`config.mk`:
```
export PLATFORM = sky130hd
export DESIGN_NAME = timer_regs
export DESIGN_NICKNAME = d
export VERILOG_FILES = /design/src/hw/bus_pkg.sv /design/src/hw/timer_regs.sv
export SDC_FILE = /design/constraint.sdc
export NUM_CORES = 1
export LEC_CHECK = 0
export ABC_CLOCK_PERIOD_IN_PS = 2300
export BUFFER_PORTS_ARGS = -buffer_cell sky130_fd_sc_hd__clkbuf_2
export CORE_ASPECT_RATIO = 0.9
export CORE_UTILIZATION = 50
export DETAILED_ROUTE_END_ITERATION = 12
export PLACE_DENSITY = 0.81
export SYNTH_ARGS = -nofsm -noshare
export SYNTH_HDL_FRONTEND = slang
export SYNTH_SLANG_ARGS = --single-unit
```
`constraint.sdc`:
```
create_clock -name clock_slow -period 2.3 [get_ports clock_slow]
set_input_delay 0.46 -clock clock_slow [delete_from_list [all_inputs] [get_ports clock_slow]]
set_output_delay 0.46 -clock clock_slow [all_outputs]
set_load 0.01 [all_outputs]
```
`src/hw/bus_pkg.sv`:
```
package bus_pkg;

    localparam int XLEN = 64;

    // address map
    localparam logic [XLEN-1:0] RAM_BASE       = 64'h0000_0000_8000_0000;
    localparam logic [XLEN-1:0] MTIME_ADDR     = 64'h0000_0000_0200_BFF8;
    localparam logic [XLEN-1:0] MTIMECMP_ADDR  = 64'h0000_0000_0200_4000;
    localparam logic [XLEN-1:0] PLIC_BASE      = 64'h0000_0000_0C00_0000;
    localparam logic [XLEN-1:0] PLIC_PENDING   = PLIC_BASE + 64'h1000;
    localparam logic [XLEN-1:0] PLIC_ENABLE    = PLIC_BASE + 64'h2000;
    localparam logic [XLEN-1:0] PLIC_THRESHOLD = PLIC_BASE + 64'h20_0000;
    localparam logic [XLEN-1:0] PLIC_CLAIM     = PLIC_BASE + 64'h20_0004;

    // per-context strides, enables and threshold/claim
    localparam logic [XLEN-1:0] PLIC_CTX_STRIDE_EN = 64'h80;
    localparam logic [XLEN-1:0] PLIC_CTX_STRIDE    = 64'h1000;

    // load/store codes, same as funct3
    localparam logic [2:0] LS_B  = 3'd0;
    localparam logic [2:0] LS_H  = 3'd1;
    localparam logic [2:0] LS_W  = 3'd2;
    localparam logic [2:0] LS_D  = 3'd3;
    localparam logic [2:0] LS_BU = 3'd4;
    localparam logic [2:0] LS_HU = 3'd5;
    localparam logic [2:0] LS_WU = 3'd6;

    // interrupt controller
    localparam int NUM_IRQ_SRC = 6;
    localparam int IRQ_ID_EXT  = 1;
    localparam int PRIO_W      = 3;

    localparam logic [XLEN-1:0] MTIMECMP_RESET = 64'h0000_0000_8000_0000;

    // read word, whole or as two 32-bit halves (low word first)
    typedef union packed {
        logic [XLEN-1:0]  dword;
        logic [1:0][31:0] word;
    } bus_word_u;

endpackage

```
`src/hw/timer_regs.sv`:
```
module timer_regs (
    input  logic                      clock_slow,
    input  logic                      KEY0,
    input  logic [bus_pkg::XLEN-1:0]  bus_address,
    input  logic [bus_pkg::XLEN-1:0]  bus_write_data,
    input  logic                      tmr_rd,
    input  logic                      tmr_wr,
    input  logic [bus_pkg::XLEN-1:0]  mtime,
    output logic [bus_pkg::XLEN-1:0]  tmr_rdata,
    output logic                      mtip_interrupt
);
    import bus_pkg::*;

    logic [XLEN-1:0] mtimecmp;

    always_ff @(posedge clock_slow or negedge KEY0) begin
        if (!KEY0) begin
            mtimecmp <= MTIMECMP_RESET;
        end else if (tmr_wr && bus_address == MTIMECMP_ADDR) begin
            mtimecmp <= bus_write_data;
        end
    end

    // mtime itself lives outside and is read only here
    always_ff @(posedge clock_slow) begin
        if (tmr_rd) begin
            tmr_rdata <= (bus_address == MTIME_ADDR) ? mtime : mtimecmp;
        end
    end

    assign mtip_interrupt = mtime >= mtimecmp;

endmodule

```
==> flow_summary.ini <==
[outcome]
status = finished with violations
violations = setup timing

[synthesis]
synth_top_area_cell = edfxtp_1
synth.avg_cell_area_sq_um = 13.1
synthMuxAreaShare_pct = 21.2
synth_cell_type_count = 34
synth-xor-area-share_pct = 0
synthTopCellsByCount = mux2_2, inv_1, edfxtp_1, ha_1, dfrtp_1
ys.flop_type = edfxtp_1
synth.yosys.seq_area_share_pct = 50.9
yosys.area_share.simple_pct = 6.75
synth_top_family_by_area = multiplexers
synth_compound_area_share_pct = 4.10
synth.top_cell.area_share_pct = 27.7
synthMostInstantiatedCell = mux2_2
synth_edf_count = 64
synth_seq_cells = 128
yosys_warnings = 0
syn_inst = 529
synth_adder_area_share_pct = 11.6
synth_fp_nets = 789
netlist_area_sq_mm = 0.00693
synthTopCellsByArea = edfxtp_1, dfrtp_1, mux2_2
synthArstFlopShare_pct = 50.0

[worst_setup_path]
reg2reg_slack_ps = 1230
cp-end-kind = output pin
slowest_stage = dfstp_2
endpoint = mtip_interrupt
reg2reg_to = tmr_rdata[57]
worstPathMaxFanout = 2
arrival_ps = 2390
critical_path_required_ps = 1840
startpoint = mtimecmp[31]
crit_type = flip-flop to output pin
ff2ff_path_depth = 2
path_cells = inv_2 > ha_4 > nand4_1 > nor4_4 > a221oi_2 > nor2_1 > nor4_2 > nand3_1 > buf_2
critPathMaxStageDelay_ps = 530
r2r_start = mtimecmp[57]
cp-start-kind = flip-flop

[global_route]
grt_pass1_vias = 5841
grt.total_usage_pct = 26.9
grt_pass1_wl_microns = 29200
antenna_found_initial = 0
grt_max_degree = 65
grt.overflow.total = 0

[place]
preCtsSetupSlack_ps = -473
numPortBuffers = 260
placed_area_sq_mm = 0.00866
place_congestion = 0.984
hpwl_microns = 13100
dp.cells = 982

[sta]
setup_violations = 1
fin_skew_ps = 4.50
finalCritPeriodShare_pct = 124
tns_ps = -551
slew_violations = 0
relSlewSlack_pct = 64.7
setup_ws_ps = -551
fmax_mhz = 351
hold_viol = 0
tightest_slew_ps = 530
rsz0062_at_grt = true
period_needed_ps = 2850

[finish]
antenna_cells = 0
final_cell_area_sq_mm = 0.00957
drive_above_1_share_pct = 55.1
fin_cells = 1023
nNetsFinal = 1102
syn2layout_area_growth_pct = 38.1
nFillCells = 944
utilization_pct = 71.3

[clocking]
htreeDepth = 4
cts.sinks = 128
clockBufferDepth = 2
cts_tree = yes
clk_latency_ps = 410
root_buffer = clkbuf_16
clk_pin_slew_worst_paths_ps = 60
postCtsHoldBufs = 0
cts_buffers = 17

[job]
cap_violations = 0

[die]
core-area_sq_mm = 0.0134
die_h_microns = 114
die_x_microns = 126
start_util_pct = 51.7
pin_count = 261
dieArea_sq_mm = 0.0143
fp-row-count = 40

[detailed_routing]
routed_wirelength_microns = 18300
routedWlPerCell_microns = 17.9
firstDrtPassIters = 6
drc_errors = 0
vias_per_cell = 5.30
drt_iter0_drc = 282
routed-via-count = 5422
final_antenna_net_count = 0

[power]
power_density_mw_per_mm2 = 626
ir_drop_v = 0.000506
p_leak_uw = 0.00470

[min_path]
min_path_type = input pin to async pin
[placed cells by master, fill, tap and decap left out, types with 7 or more instances in the layout]
master	instances
nor4_1	12
nand3_1	10
mux2_4	10
dfrtp_1	63
inv_1	63
clkbuf_2	257
nand2_1	20
mux2_1	21
edfxtp_1	64
nand4_1	15
mux2_2	96
buf_4	42
a21oi_1	23
clkbuf_16	17
nor2_1	7
ha_1	58
[layer usage]
layer,wire length [microns],track usage [%],part of all wire (%),vias to the layer above
li1,-,-,-,2577
met1,7540,31.1,41,2614
met2,9330,47.7,51,195
met3,1060,7.79,5.8,36
met4,397,9.80,2.2,0
met5,0,0,0,-
[sequential cells by signal (all words and copies together), names as in the netlist]
signal and count:
tmr_rdata 64, mtimecmp 64
[report_power, final]
group,total [uW],internal [uW],switching (uW)
Sequential,2480,2460,16.7
Clock,2960,1950,1010
Combinational,546,261,286
Total,5980,4670,1310
[area by class of cell]
| cell class | instances | area (sq um) | share of cell area (%) |
|---|---|---|---|
| sequential | 128 | 3520 | 36.8 |
| multi-input combinational | 322 | 3220 | 33.6 |
| timing repair buffer | 307 | 1720 | 17.9 |
| clock buffer | 18 | 439 | 4.59 |
| inverter | 66 | 248 | 2.59 |
| clock inverter | 14 | 211 | 2.21 |
| tap | 168 | 210 | 2.20 |
[worst max-delay path, delay by kind of cell, from the launching register on]
kind	cells	cell delay, ps
flip-flops	1	530
buffers and inverters	2	200
AO/OA/AOI/OAI	1	340
adder cells (fa/ha/maj)	1	230
AND/OR/NAND/NOR	5	680
[what timing repair did]
item                       in CTS  in global routing
pin swaps                      21                  3
hold endpoints to repair        0                  0
setup buffers                  10                  0
setup endpoints to repair       1                  1
resized for setup              28                  2
[cells by family after synthesis]
logic type | after synthesis
AOI/OAI and AO/OA | 47
adders and majority gates | 64
buffers and inverters | 79
DFF | 128
muxes | 127
and+or+nand+nor | 84
[stage by stage]
stage,total power [uW],hold slack (ps)
global placement,3010,496
floorplan,2670,164
finish,5980,76.2
detailed placement,3030,513
CTS,6030,86.9
global route,6190,103
[how the worst min path moves through the flow]
| stage | from | end | cells after the start |
|---|---|---|---|
| 6_report | KEY0 | mtimecmp[0] | 2 |
| 3_5_place_dp | mtimecmp[25] | mtimecmp[25] | 1 |
| 5_1_grt | KEY0 | mtimecmp[3] | 2 |
| 3_3_place_gp | mtimecmp[42] | mtimecmp[42] | 1 |
| 2_1_floorplan | KEY0 | mtimecmp[0] | 0 |
| 4_1_cts | KEY0 | mtimecmp[3] | 2 |
Note: power is estimated with default switching activity, not from simulation.
