`config.mk`:
```
export PLATFORM = sky130hd
export DESIGN_NAME = bus_ctrl
export DESIGN_NICKNAME = d
export VERILOG_FILES = /design/src/hw/bus_pkg.sv /design/src/hw/bus_ctrl.sv
export SDC_FILE = /design/constraint.sdc
export NUM_CORES = 1
export LEC_CHECK = 0
export BUFFER_PORTS_ARGS = -buffer_cell sky130_fd_sc_hd__buf_2
export CAP_MARGIN = 10
export CORE_ASPECT_RATIO = 1.25
export CORE_MARGIN = 2
export CORE_UTILIZATION = 32
export DETAILED_ROUTE_END_ITERATION = 7
export PLACE_DENSITY = 0.6
export SLEW_MARGIN = 20
export SYNTH_ARGS = -nofsm -noshare
export SYNTH_HDL_FRONTEND = slang
export SYNTH_SLANG_ARGS = --single-unit
```
`constraint.sdc`:
```
create_clock -name clock_slow -period 2.8 [get_ports clock_slow]
set_input_delay 0.28 -clock clock_slow [delete_from_list [all_inputs] [get_ports clock_slow]]
set_output_delay 0.28 -clock clock_slow [all_outputs]
set_load 0.005 [all_outputs]
```
`src/hw/bus_pkg.sv`:
```
package bus_pkg;

    localparam int XLEN = 64;

    // address map
    localparam logic [XLEN-1:0] RAM_BASE       = 64'h0000_0000_8000_0000;
    localparam logic [XLEN-1:0] MTIME_ADDR     = 64'h0000_0000_0200_BFF8;
    localparam logic [XLEN-1:0] MTIMECMP_ADDR  = 64'h0000_0000_0200_4000;
    localparam logic [XLEN-1:0] PLIC_BASE      = 64'h0000_0000_0C00_0000;
    localparam logic [XLEN-1:0] PLIC_PENDING   = PLIC_BASE + 64'h1000;
    localparam logic [XLEN-1:0] PLIC_ENABLE    = PLIC_BASE + 64'h2000;
    localparam logic [XLEN-1:0] PLIC_THRESHOLD = PLIC_BASE + 64'h20_0000;
    localparam logic [XLEN-1:0] PLIC_CLAIM     = PLIC_BASE + 64'h20_0004;

    // per-context strides, enables and threshold/claim
    localparam logic [XLEN-1:0] PLIC_CTX_STRIDE_EN = 64'h80;
    localparam logic [XLEN-1:0] PLIC_CTX_STRIDE    = 64'h1000;

    // load/store codes, same as funct3
    localparam logic [2:0] LS_B  = 3'd0;
    localparam logic [2:0] LS_H  = 3'd1;
    localparam logic [2:0] LS_W  = 3'd2;
    localparam logic [2:0] LS_D  = 3'd3;
    localparam logic [2:0] LS_BU = 3'd4;
    localparam logic [2:0] LS_HU = 3'd5;
    localparam logic [2:0] LS_WU = 3'd6;

    // interrupt controller
    localparam int NUM_IRQ_SRC = 6;
    localparam int IRQ_ID_EXT  = 1;
    localparam int PRIO_W      = 3;

    localparam logic [XLEN-1:0] MTIMECMP_RESET = 64'h0000_0000_8000_0000;

    // read word, whole or as two 32-bit halves (low word first)
    typedef union packed {
        logic [XLEN-1:0]  dword;
        logic [1:0][31:0] word;
    } bus_word_u;

endpackage

```
`src/hw/bus_ctrl.sv`:
```
module bus_ctrl #(
    parameter int RAM_WORDS = 512
) (
    input  logic                      clock_slow,
    input  logic                      KEY0,
    input  logic [bus_pkg::XLEN-1:0]  bus_address,
    input  logic [2:0]                bus_ls_type,
    input  logic                      bus_read_enable,
    input  logic                      bus_write_enable,
    output bus_pkg::bus_word_u        bus_read_data,
    output logic                      bus_read_done,
    output logic                      bus_write_done,
    output logic                      ram_rd,
    output logic                      ram_wr,
    output logic                      ram_hi,
    output logic                      plic_rd,
    output logic                      plic_wr,
    output logic                      tmr_rd,
    output logic                      tmr_wr,
    input  logic [31:0]               ram_rdata,
    input  logic [31:0]               plic_rdata,
    input  logic [bus_pkg::XLEN-1:0]  tmr_rdata
);
    import bus_pkg::*;

    localparam logic [XLEN-1:0] RAM_END  = RAM_BASE + XLEN'(4 * RAM_WORDS);
    localparam logic [XLEN-1:0] PLIC_END = PLIC_CLAIM + PLIC_CTX_STRIDE + 64'd4;

    localparam logic [1:0] RGN_NONE = 2'd0;
    localparam logic [1:0] RGN_RAM  = 2'd1;
    localparam logic [1:0] RGN_PLIC = 2'd2;
    localparam logic [1:0] RGN_TMR  = 2'd3;

    localparam logic [1:0] ST_IDLE = 2'd0;
    localparam logic [1:0] ST_WAIT = 2'd1;
    localparam logic [1:0] ST_TAKE = 2'd2;
    localparam logic [1:0] ST_NONE = 2'd3;

    logic [1:0] state;
    logic [1:0] rgn;
    logic [1:0] rgn_q;
    logic       is_rd;

    always_comb begin
        if (bus_address >= RAM_BASE && bus_address < RAM_END) begin
            rgn = RGN_RAM;
        end else if (bus_address >= PLIC_BASE && bus_address < PLIC_END) begin
            rgn = RGN_PLIC;
        end else if (bus_address == MTIME_ADDR || bus_address == MTIMECMP_ADDR) begin
            rgn = RGN_TMR;
        end else begin
            rgn = RGN_NONE;
        end
    end

    always_ff @(posedge clock_slow or negedge KEY0) begin
        if (!KEY0) begin
            state          <= ST_IDLE;
            rgn_q          <= RGN_NONE;
            is_rd          <= 1'b0;
            bus_read_done  <= 1'b1;
            bus_write_done <= 1'b1;
            ram_rd         <= 1'b0;
            ram_wr         <= 1'b0;
            ram_hi         <= 1'b0;
            plic_rd        <= 1'b0;
            plic_wr        <= 1'b0;
            tmr_rd         <= 1'b0;
            tmr_wr         <= 1'b0;
        end else begin
            // strobes are single cycle
            ram_rd  <= 1'b0;
            ram_wr  <= 1'b0;
            plic_rd <= 1'b0;
            plic_wr <= 1'b0;
            tmr_rd  <= 1'b0;
            tmr_wr  <= 1'b0;
            case (state)
                ST_IDLE: begin
                    if (bus_read_enable || bus_write_enable) begin
                        is_rd          <= bus_read_enable;
                        rgn_q          <= rgn;
                        bus_read_done  <= !bus_read_enable;
                        bus_write_done <= !bus_write_enable;
                        ram_rd         <= bus_read_enable && rgn == RGN_RAM;
                        ram_wr         <= bus_write_enable && rgn == RGN_RAM;
                        plic_rd        <= bus_read_enable && rgn == RGN_PLIC;
                        plic_wr        <= bus_write_enable && rgn == RGN_PLIC;
                        tmr_rd         <= bus_read_enable && rgn == RGN_TMR;
                        tmr_wr         <= bus_write_enable && rgn == RGN_TMR;
                        state          <= (rgn == RGN_NONE) ? ST_NONE : ST_WAIT;
                    end
                end
                ST_WAIT: begin
                    state <= ST_TAKE;
                end
                ST_TAKE: begin
                    // ld/sd go round again for the upper word
                    if (rgn_q == RGN_RAM && bus_ls_type == LS_D && !ram_hi) begin
                        ram_hi <= 1'b1;
                        ram_rd <= is_rd;
                        ram_wr <= !is_rd;
                        state  <= ST_WAIT;
                    end else begin
                        ram_hi         <= 1'b0;
                        bus_read_done  <= 1'b1;
                        bus_write_done <= 1'b1;
                        state          <= ST_IDLE;
                    end
                end
                default: begin
                    bus_read_done  <= 1'b1;
                    bus_write_done <= 1'b1;
                    state          <= ST_IDLE;
                end
            endcase
        end
    end

    always_ff @(posedge clock_slow) begin
        if (state == ST_NONE && is_rd) begin
            bus_read_data.dword <= '0;
        end
        if (state == ST_TAKE && is_rd) begin
            case (rgn_q)
                RGN_RAM: begin
                    if (ram_hi) begin
                        bus_read_data.word[1] <= ram_rdata;
                    end else begin
                        bus_read_data.word[0] <= ram_rdata;
                        // codes 0..2 are signed loads
                        bus_read_data.word[1] <= {32{!bus_ls_type[2] && ram_rdata[31]}};
                    end
                end
                RGN_PLIC: bus_read_data.dword <= {32'd0, plic_rdata};
                RGN_TMR:  bus_read_data.dword <= tmr_rdata;
                default:  bus_read_data.dword <= '0;
            endcase
        end
    end

    // the CPU waits for both done flags before the next access
    a_no_strobe_busy: assert property (@(posedge clock_slow) disable iff (!KEY0)
        (bus_read_enable || bus_write_enable) |-> (bus_read_done && bus_write_done));

    a_one_direction: assert property (@(posedge clock_slow) disable iff (!KEY0)
        !(bus_read_enable && bus_write_enable));

endmodule

```
==> flow_metrics.tcl <==
set metrics [dict create \
    setup_tns_ns 0 \
    grt_antenna_before_repair 0 \
    cts_tree "done" \
    cp_top_family "compound AO/OA/AOI/OAI gates" \
    p_leak_nw 2.62 \
    regToRegSetupSlack_ns 0.85 \
    arrival_ns 2.23 \
    setup_viol 0 \
    mostFrequentLayoutCell "sky130_fd_sc_hd__buf_2" \
    finalWeightedCongestion 0.930 \
    route.vias.total 4696 \
    flow.area_growth_from_synthesis_pct 42.4 \
    critPathMaxFanout 32 \
    synth_ff_type "sky130_fd_sc_hd__edfxtp_1" \
    grt_start_max_net_pins 65 \
    numPortBuffers 271 \
    rsz0062_at_grt "false" \
    timing.rr.start "state[1]" \
    max-slew-margin-rel 0.342 \
    cpPeakStageDelay_ns 0.76 \
    synth-seq-area-share 0.457 \
    area_of_combinational_cells_with_multiple_inputs_sq_um 2170 \
    synth_async_sr_flop_share 0.179 \
    nFillCells 1336 \
    synthesis.yosys.warnings 0 \
    max_clock_skew_ns 0.00777 \
    critPathSlowestCell "sky130_fd_sc_hd__a21oi_4" \
    grt_pass1_vias 4751 \
    synthesis.instances 470 \
    floorplan.initialDensity 0.325 \
    die_width_um 107 \
    crit-reg2reg-capture "bus_read_data[27]" \
    area_taken_by_flip_flops_and_latches_sq_um 1960 \
    die_h_um 133 \
    yosys_register_bits 78 \
    netlist-cell-type-count 41 \
    avgSynthCellArea_sq_um 9.10 \
    max_cap_violations 0 \
    diodes 0 \
    hold_path_sink "tmr_wr" \
    die_area_sq_um 14300 \
    synthesis.area_sq_um 4280 \
    drt_wl_total_um 15400 \
    avgRoutedWirePerCell_um 17.0 \
    critical_path.n_buffers_inverters 1 \
    cts_buffer_depth 2 \
    cts.reportedPaths.clkPinSlew_ns 0.06 \
    synth_fp_nets 669 \
    power.total_mw 3.39 \
    fin_util 0.462 \
    cts_htree_levels 3 \
    shortest_period_the_worst_path_allows_ns 1.95 \
    groute.usage.overall 0.210 \
    worst-slew-pin-transition_ns 0.986 \
    drive_gt1_frac 0.464 \
    worst_setup_path_end_kind "flop" \
    whs_ns 0.259 \
    whs_path_depth 3 \
    clock_latency_ns 0.33 \
    timing.critical_path.required_ns 3.08 \
    power_per_cell_area_nw_per_um2 557 \
    min_path_type "in2reg" \
    most_frequent_cells_in_the_layout "271 x sky130_fd_sc_hd__buf_2, 77 x sky130_fd_sc_hd__nand2_1, 38 x sky130_fd_sc_hd__a21oi_1, 34 x sky130_fd_sc_hd__o21ai_1, 33 x sky130_fd_sc_hd__o21ai_0" \
    cts.sink_count 78 \
    worst_ir_drop_vdd_mv 0.267 \
    core_area_sq_um 13200 \
    timing.final.max_slew_violations 0 \
    synth_edf_count 32 \
    timing.setup.critical_path_class "reg2reg" \
    placementRows 47 \
    fmax_mhz 512 \
    drt_first_pass_iters 5 \
    drtIter0Drc 183 \
    detail-route-antenna-nets 0 \
    final_cycle_utilization_of_the_critical_path 0.698 \
    place.detailed.hpwl_um 11500 \
    drcViolationCount 0 \
    ioPinCount 272 \
    detail_route.vias_per_cell 5.21 \
    grt_first_pass_wirelength_um 23600 \
    timing.critical_path.from_type "flop" \
    grt_overflow 0 \
    cts-buffers-inserted 9 \
    nNetsFinal 925 \
    outcome "finished clean" \
    cts.root.buffer_cell "sky130_fd_sc_hd__clkbuf_16" \
    timing.critical_path.cells "nand2_1 > inv_2 > a21oi_4 > a22oi_1 > o21ai_1 > a22o_1" \
    start_point_of_the_worst_min_delay_path "bus_write_enable" \
    r2r_cells 6 \
    timing.final.hold_violations 0 \
]
-- sequential cells by signal (all words and copies together) (netlist names) --
signal	flops
bus_read_data	64
rgn_q	2
state	2
bus_read_done	1
bus_write_done	1
is_rd	1
plic_rd	1
plic_wr	1
ram_hi	1
ram_rd	1
ram_wr	1
tmr_rd	1
tmr_wr	1
-- synthesized netlist by cell type, types with 2 or more instances --
cell / instances / share of area
sky130_fd_sc_hd__dfstp_2: 2 / 0.012
sky130_fd_sc_hd__nor2_1: 15 / 0.013
sky130_fd_sc_hd__nor4_2: 2 / 0.0058
sky130_fd_sc_hd__dfrtp_1: 12 / 0.070
sky130_fd_sc_hd__nand3b_1: 2 / 0.0035
sky130_fd_sc_hd__edfxtp_1: 32 / 0.22
sky130_fd_sc_hd__nand3_1: 2 / 0.0023
sky130_fd_sc_hd__mux2_2: 32 / 0.084
sky130_fd_sc_hd__nor2b_1: 2 / 0.0029
sky130_fd_sc_hd__clkbuf_1: 31 / 0.027
sky130_fd_sc_hd__a22oi_1: 32 / 0.056
sky130_fd_sc_hd__mux2_1: 2 / 0.0053
sky130_fd_sc_hd__nor3_1: 2 / 0.0023
sky130_fd_sc_hd__inv_2: 3 / 0.0026
sky130_fd_sc_hd__nand4_1: 7 / 0.010
sky130_fd_sc_hd__nand2_1: 77 / 0.068
sky130_fd_sc_hd__o2bb2ai_1: 2 / 0.0041
sky130_fd_sc_hd__or2_1: 2 / 0.0029
sky130_fd_sc_hd__nand2b_1: 3 / 0.0044
sky130_fd_sc_hd__nor4_1: 15 / 0.022
sky130_fd_sc_hd__or4_1: 2 / 0.0035
sky130_fd_sc_hd__a21oi_1: 39 / 0.046
sky130_fd_sc_hd__o21ai_1: 34 / 0.040
sky130_fd_sc_hd__o21ai_0: 33 / 0.039
sky130_fd_sc_hd__dfxtp_1: 32 / 0.15
sky130_fd_sc_hd__buf_2: 6 / 0.0070
sky130_fd_sc_hd__a22o_1: 32 / 0.066
sky130_fd_sc_hd__inv_1: 2 / 0.0018
-- worst max-delay path by stage --
stage	cells past startpoint	from	to	slack (ns)
6_report	6	state[1]	bus_read_data[27]	0.85
5_1_grt	6	state[1]	bus_read_data[0]	0.71
4_1_cts	6	state[1]	bus_read_data[27]	0.82
3_5_place_dp	6	state[1]	bus_read_data[27]	0.82
3_3_place_gp	6	state[1]	bus_read_data[2]	0.91
2_1_floorplan	7	state[1]	bus_read_data[10]	0.90
-- tightest hold or removal path, delay by kind of cell --
kind / cells / cell delay [ns]
buffers and inverters: 1 / 0.13
AND/OR/NAND/NOR: 2 / 0.14
-- report_power, final --
| part | switching (mW) | internal [mW] |
|---|---|---|
| Sequential | 0.0996 | 1.43 |
| Combinational | 0.483 | 0.314 |
| Clock | 0.440 | 0.622 |
| Total | 1.02 | 2.37 |
-- logic make-up after synthesis --
| group | after synthesis | share of synthesized area |
|---|---|---|
| muxes | 34 | 0.0895 |
| buffers and inverters | 43 | 0.0395 |
| and+or+nand+nor | 137 | 0.152 |
| DFF | 78 | 0.457 |
| AOI/OAI and AO/OA | 178 | 0.262 |
-- final cells by class --
class                      count  share of cell area
clock inverter                 4             0.00390
sequential                    78               0.321
inverter                       5             0.00308
timing repair buffer         283               0.240
clock buffer                  12              0.0405
multi-input combinational    349               0.356
tap                          171              0.0351
-- routing by layer --
metal	routed length, um	track usage	vias up
li1	-	-	2280
met1	5880	0.240	2162
met2	8130	0.391	230
met3	1010	0.0328	24
met4	327	0.0755	0
met5	0	0	-
-- per-stage QoR --
stage / setup slack, ns / area (sq um) / cells
2_1_floorplan: 0.898 / 4280 / 470
3_3_place_gp: 0.906 / 5810 / 885
3_5_place_dp: 0.823 / 5810 / 885
4_1_cts: 0.816 / 6090 / 902
5_1_grt: 0.708 / 6090 / 902
6_report: 0.846 / 6090 / 902
-- repair_timing --
action,CTS,global route
buffers inserted,0,0
resized for setup,0,0
hold endpoints to repair,12,0
hold buffers,1,0
Power figures use the tool's default switching activity.
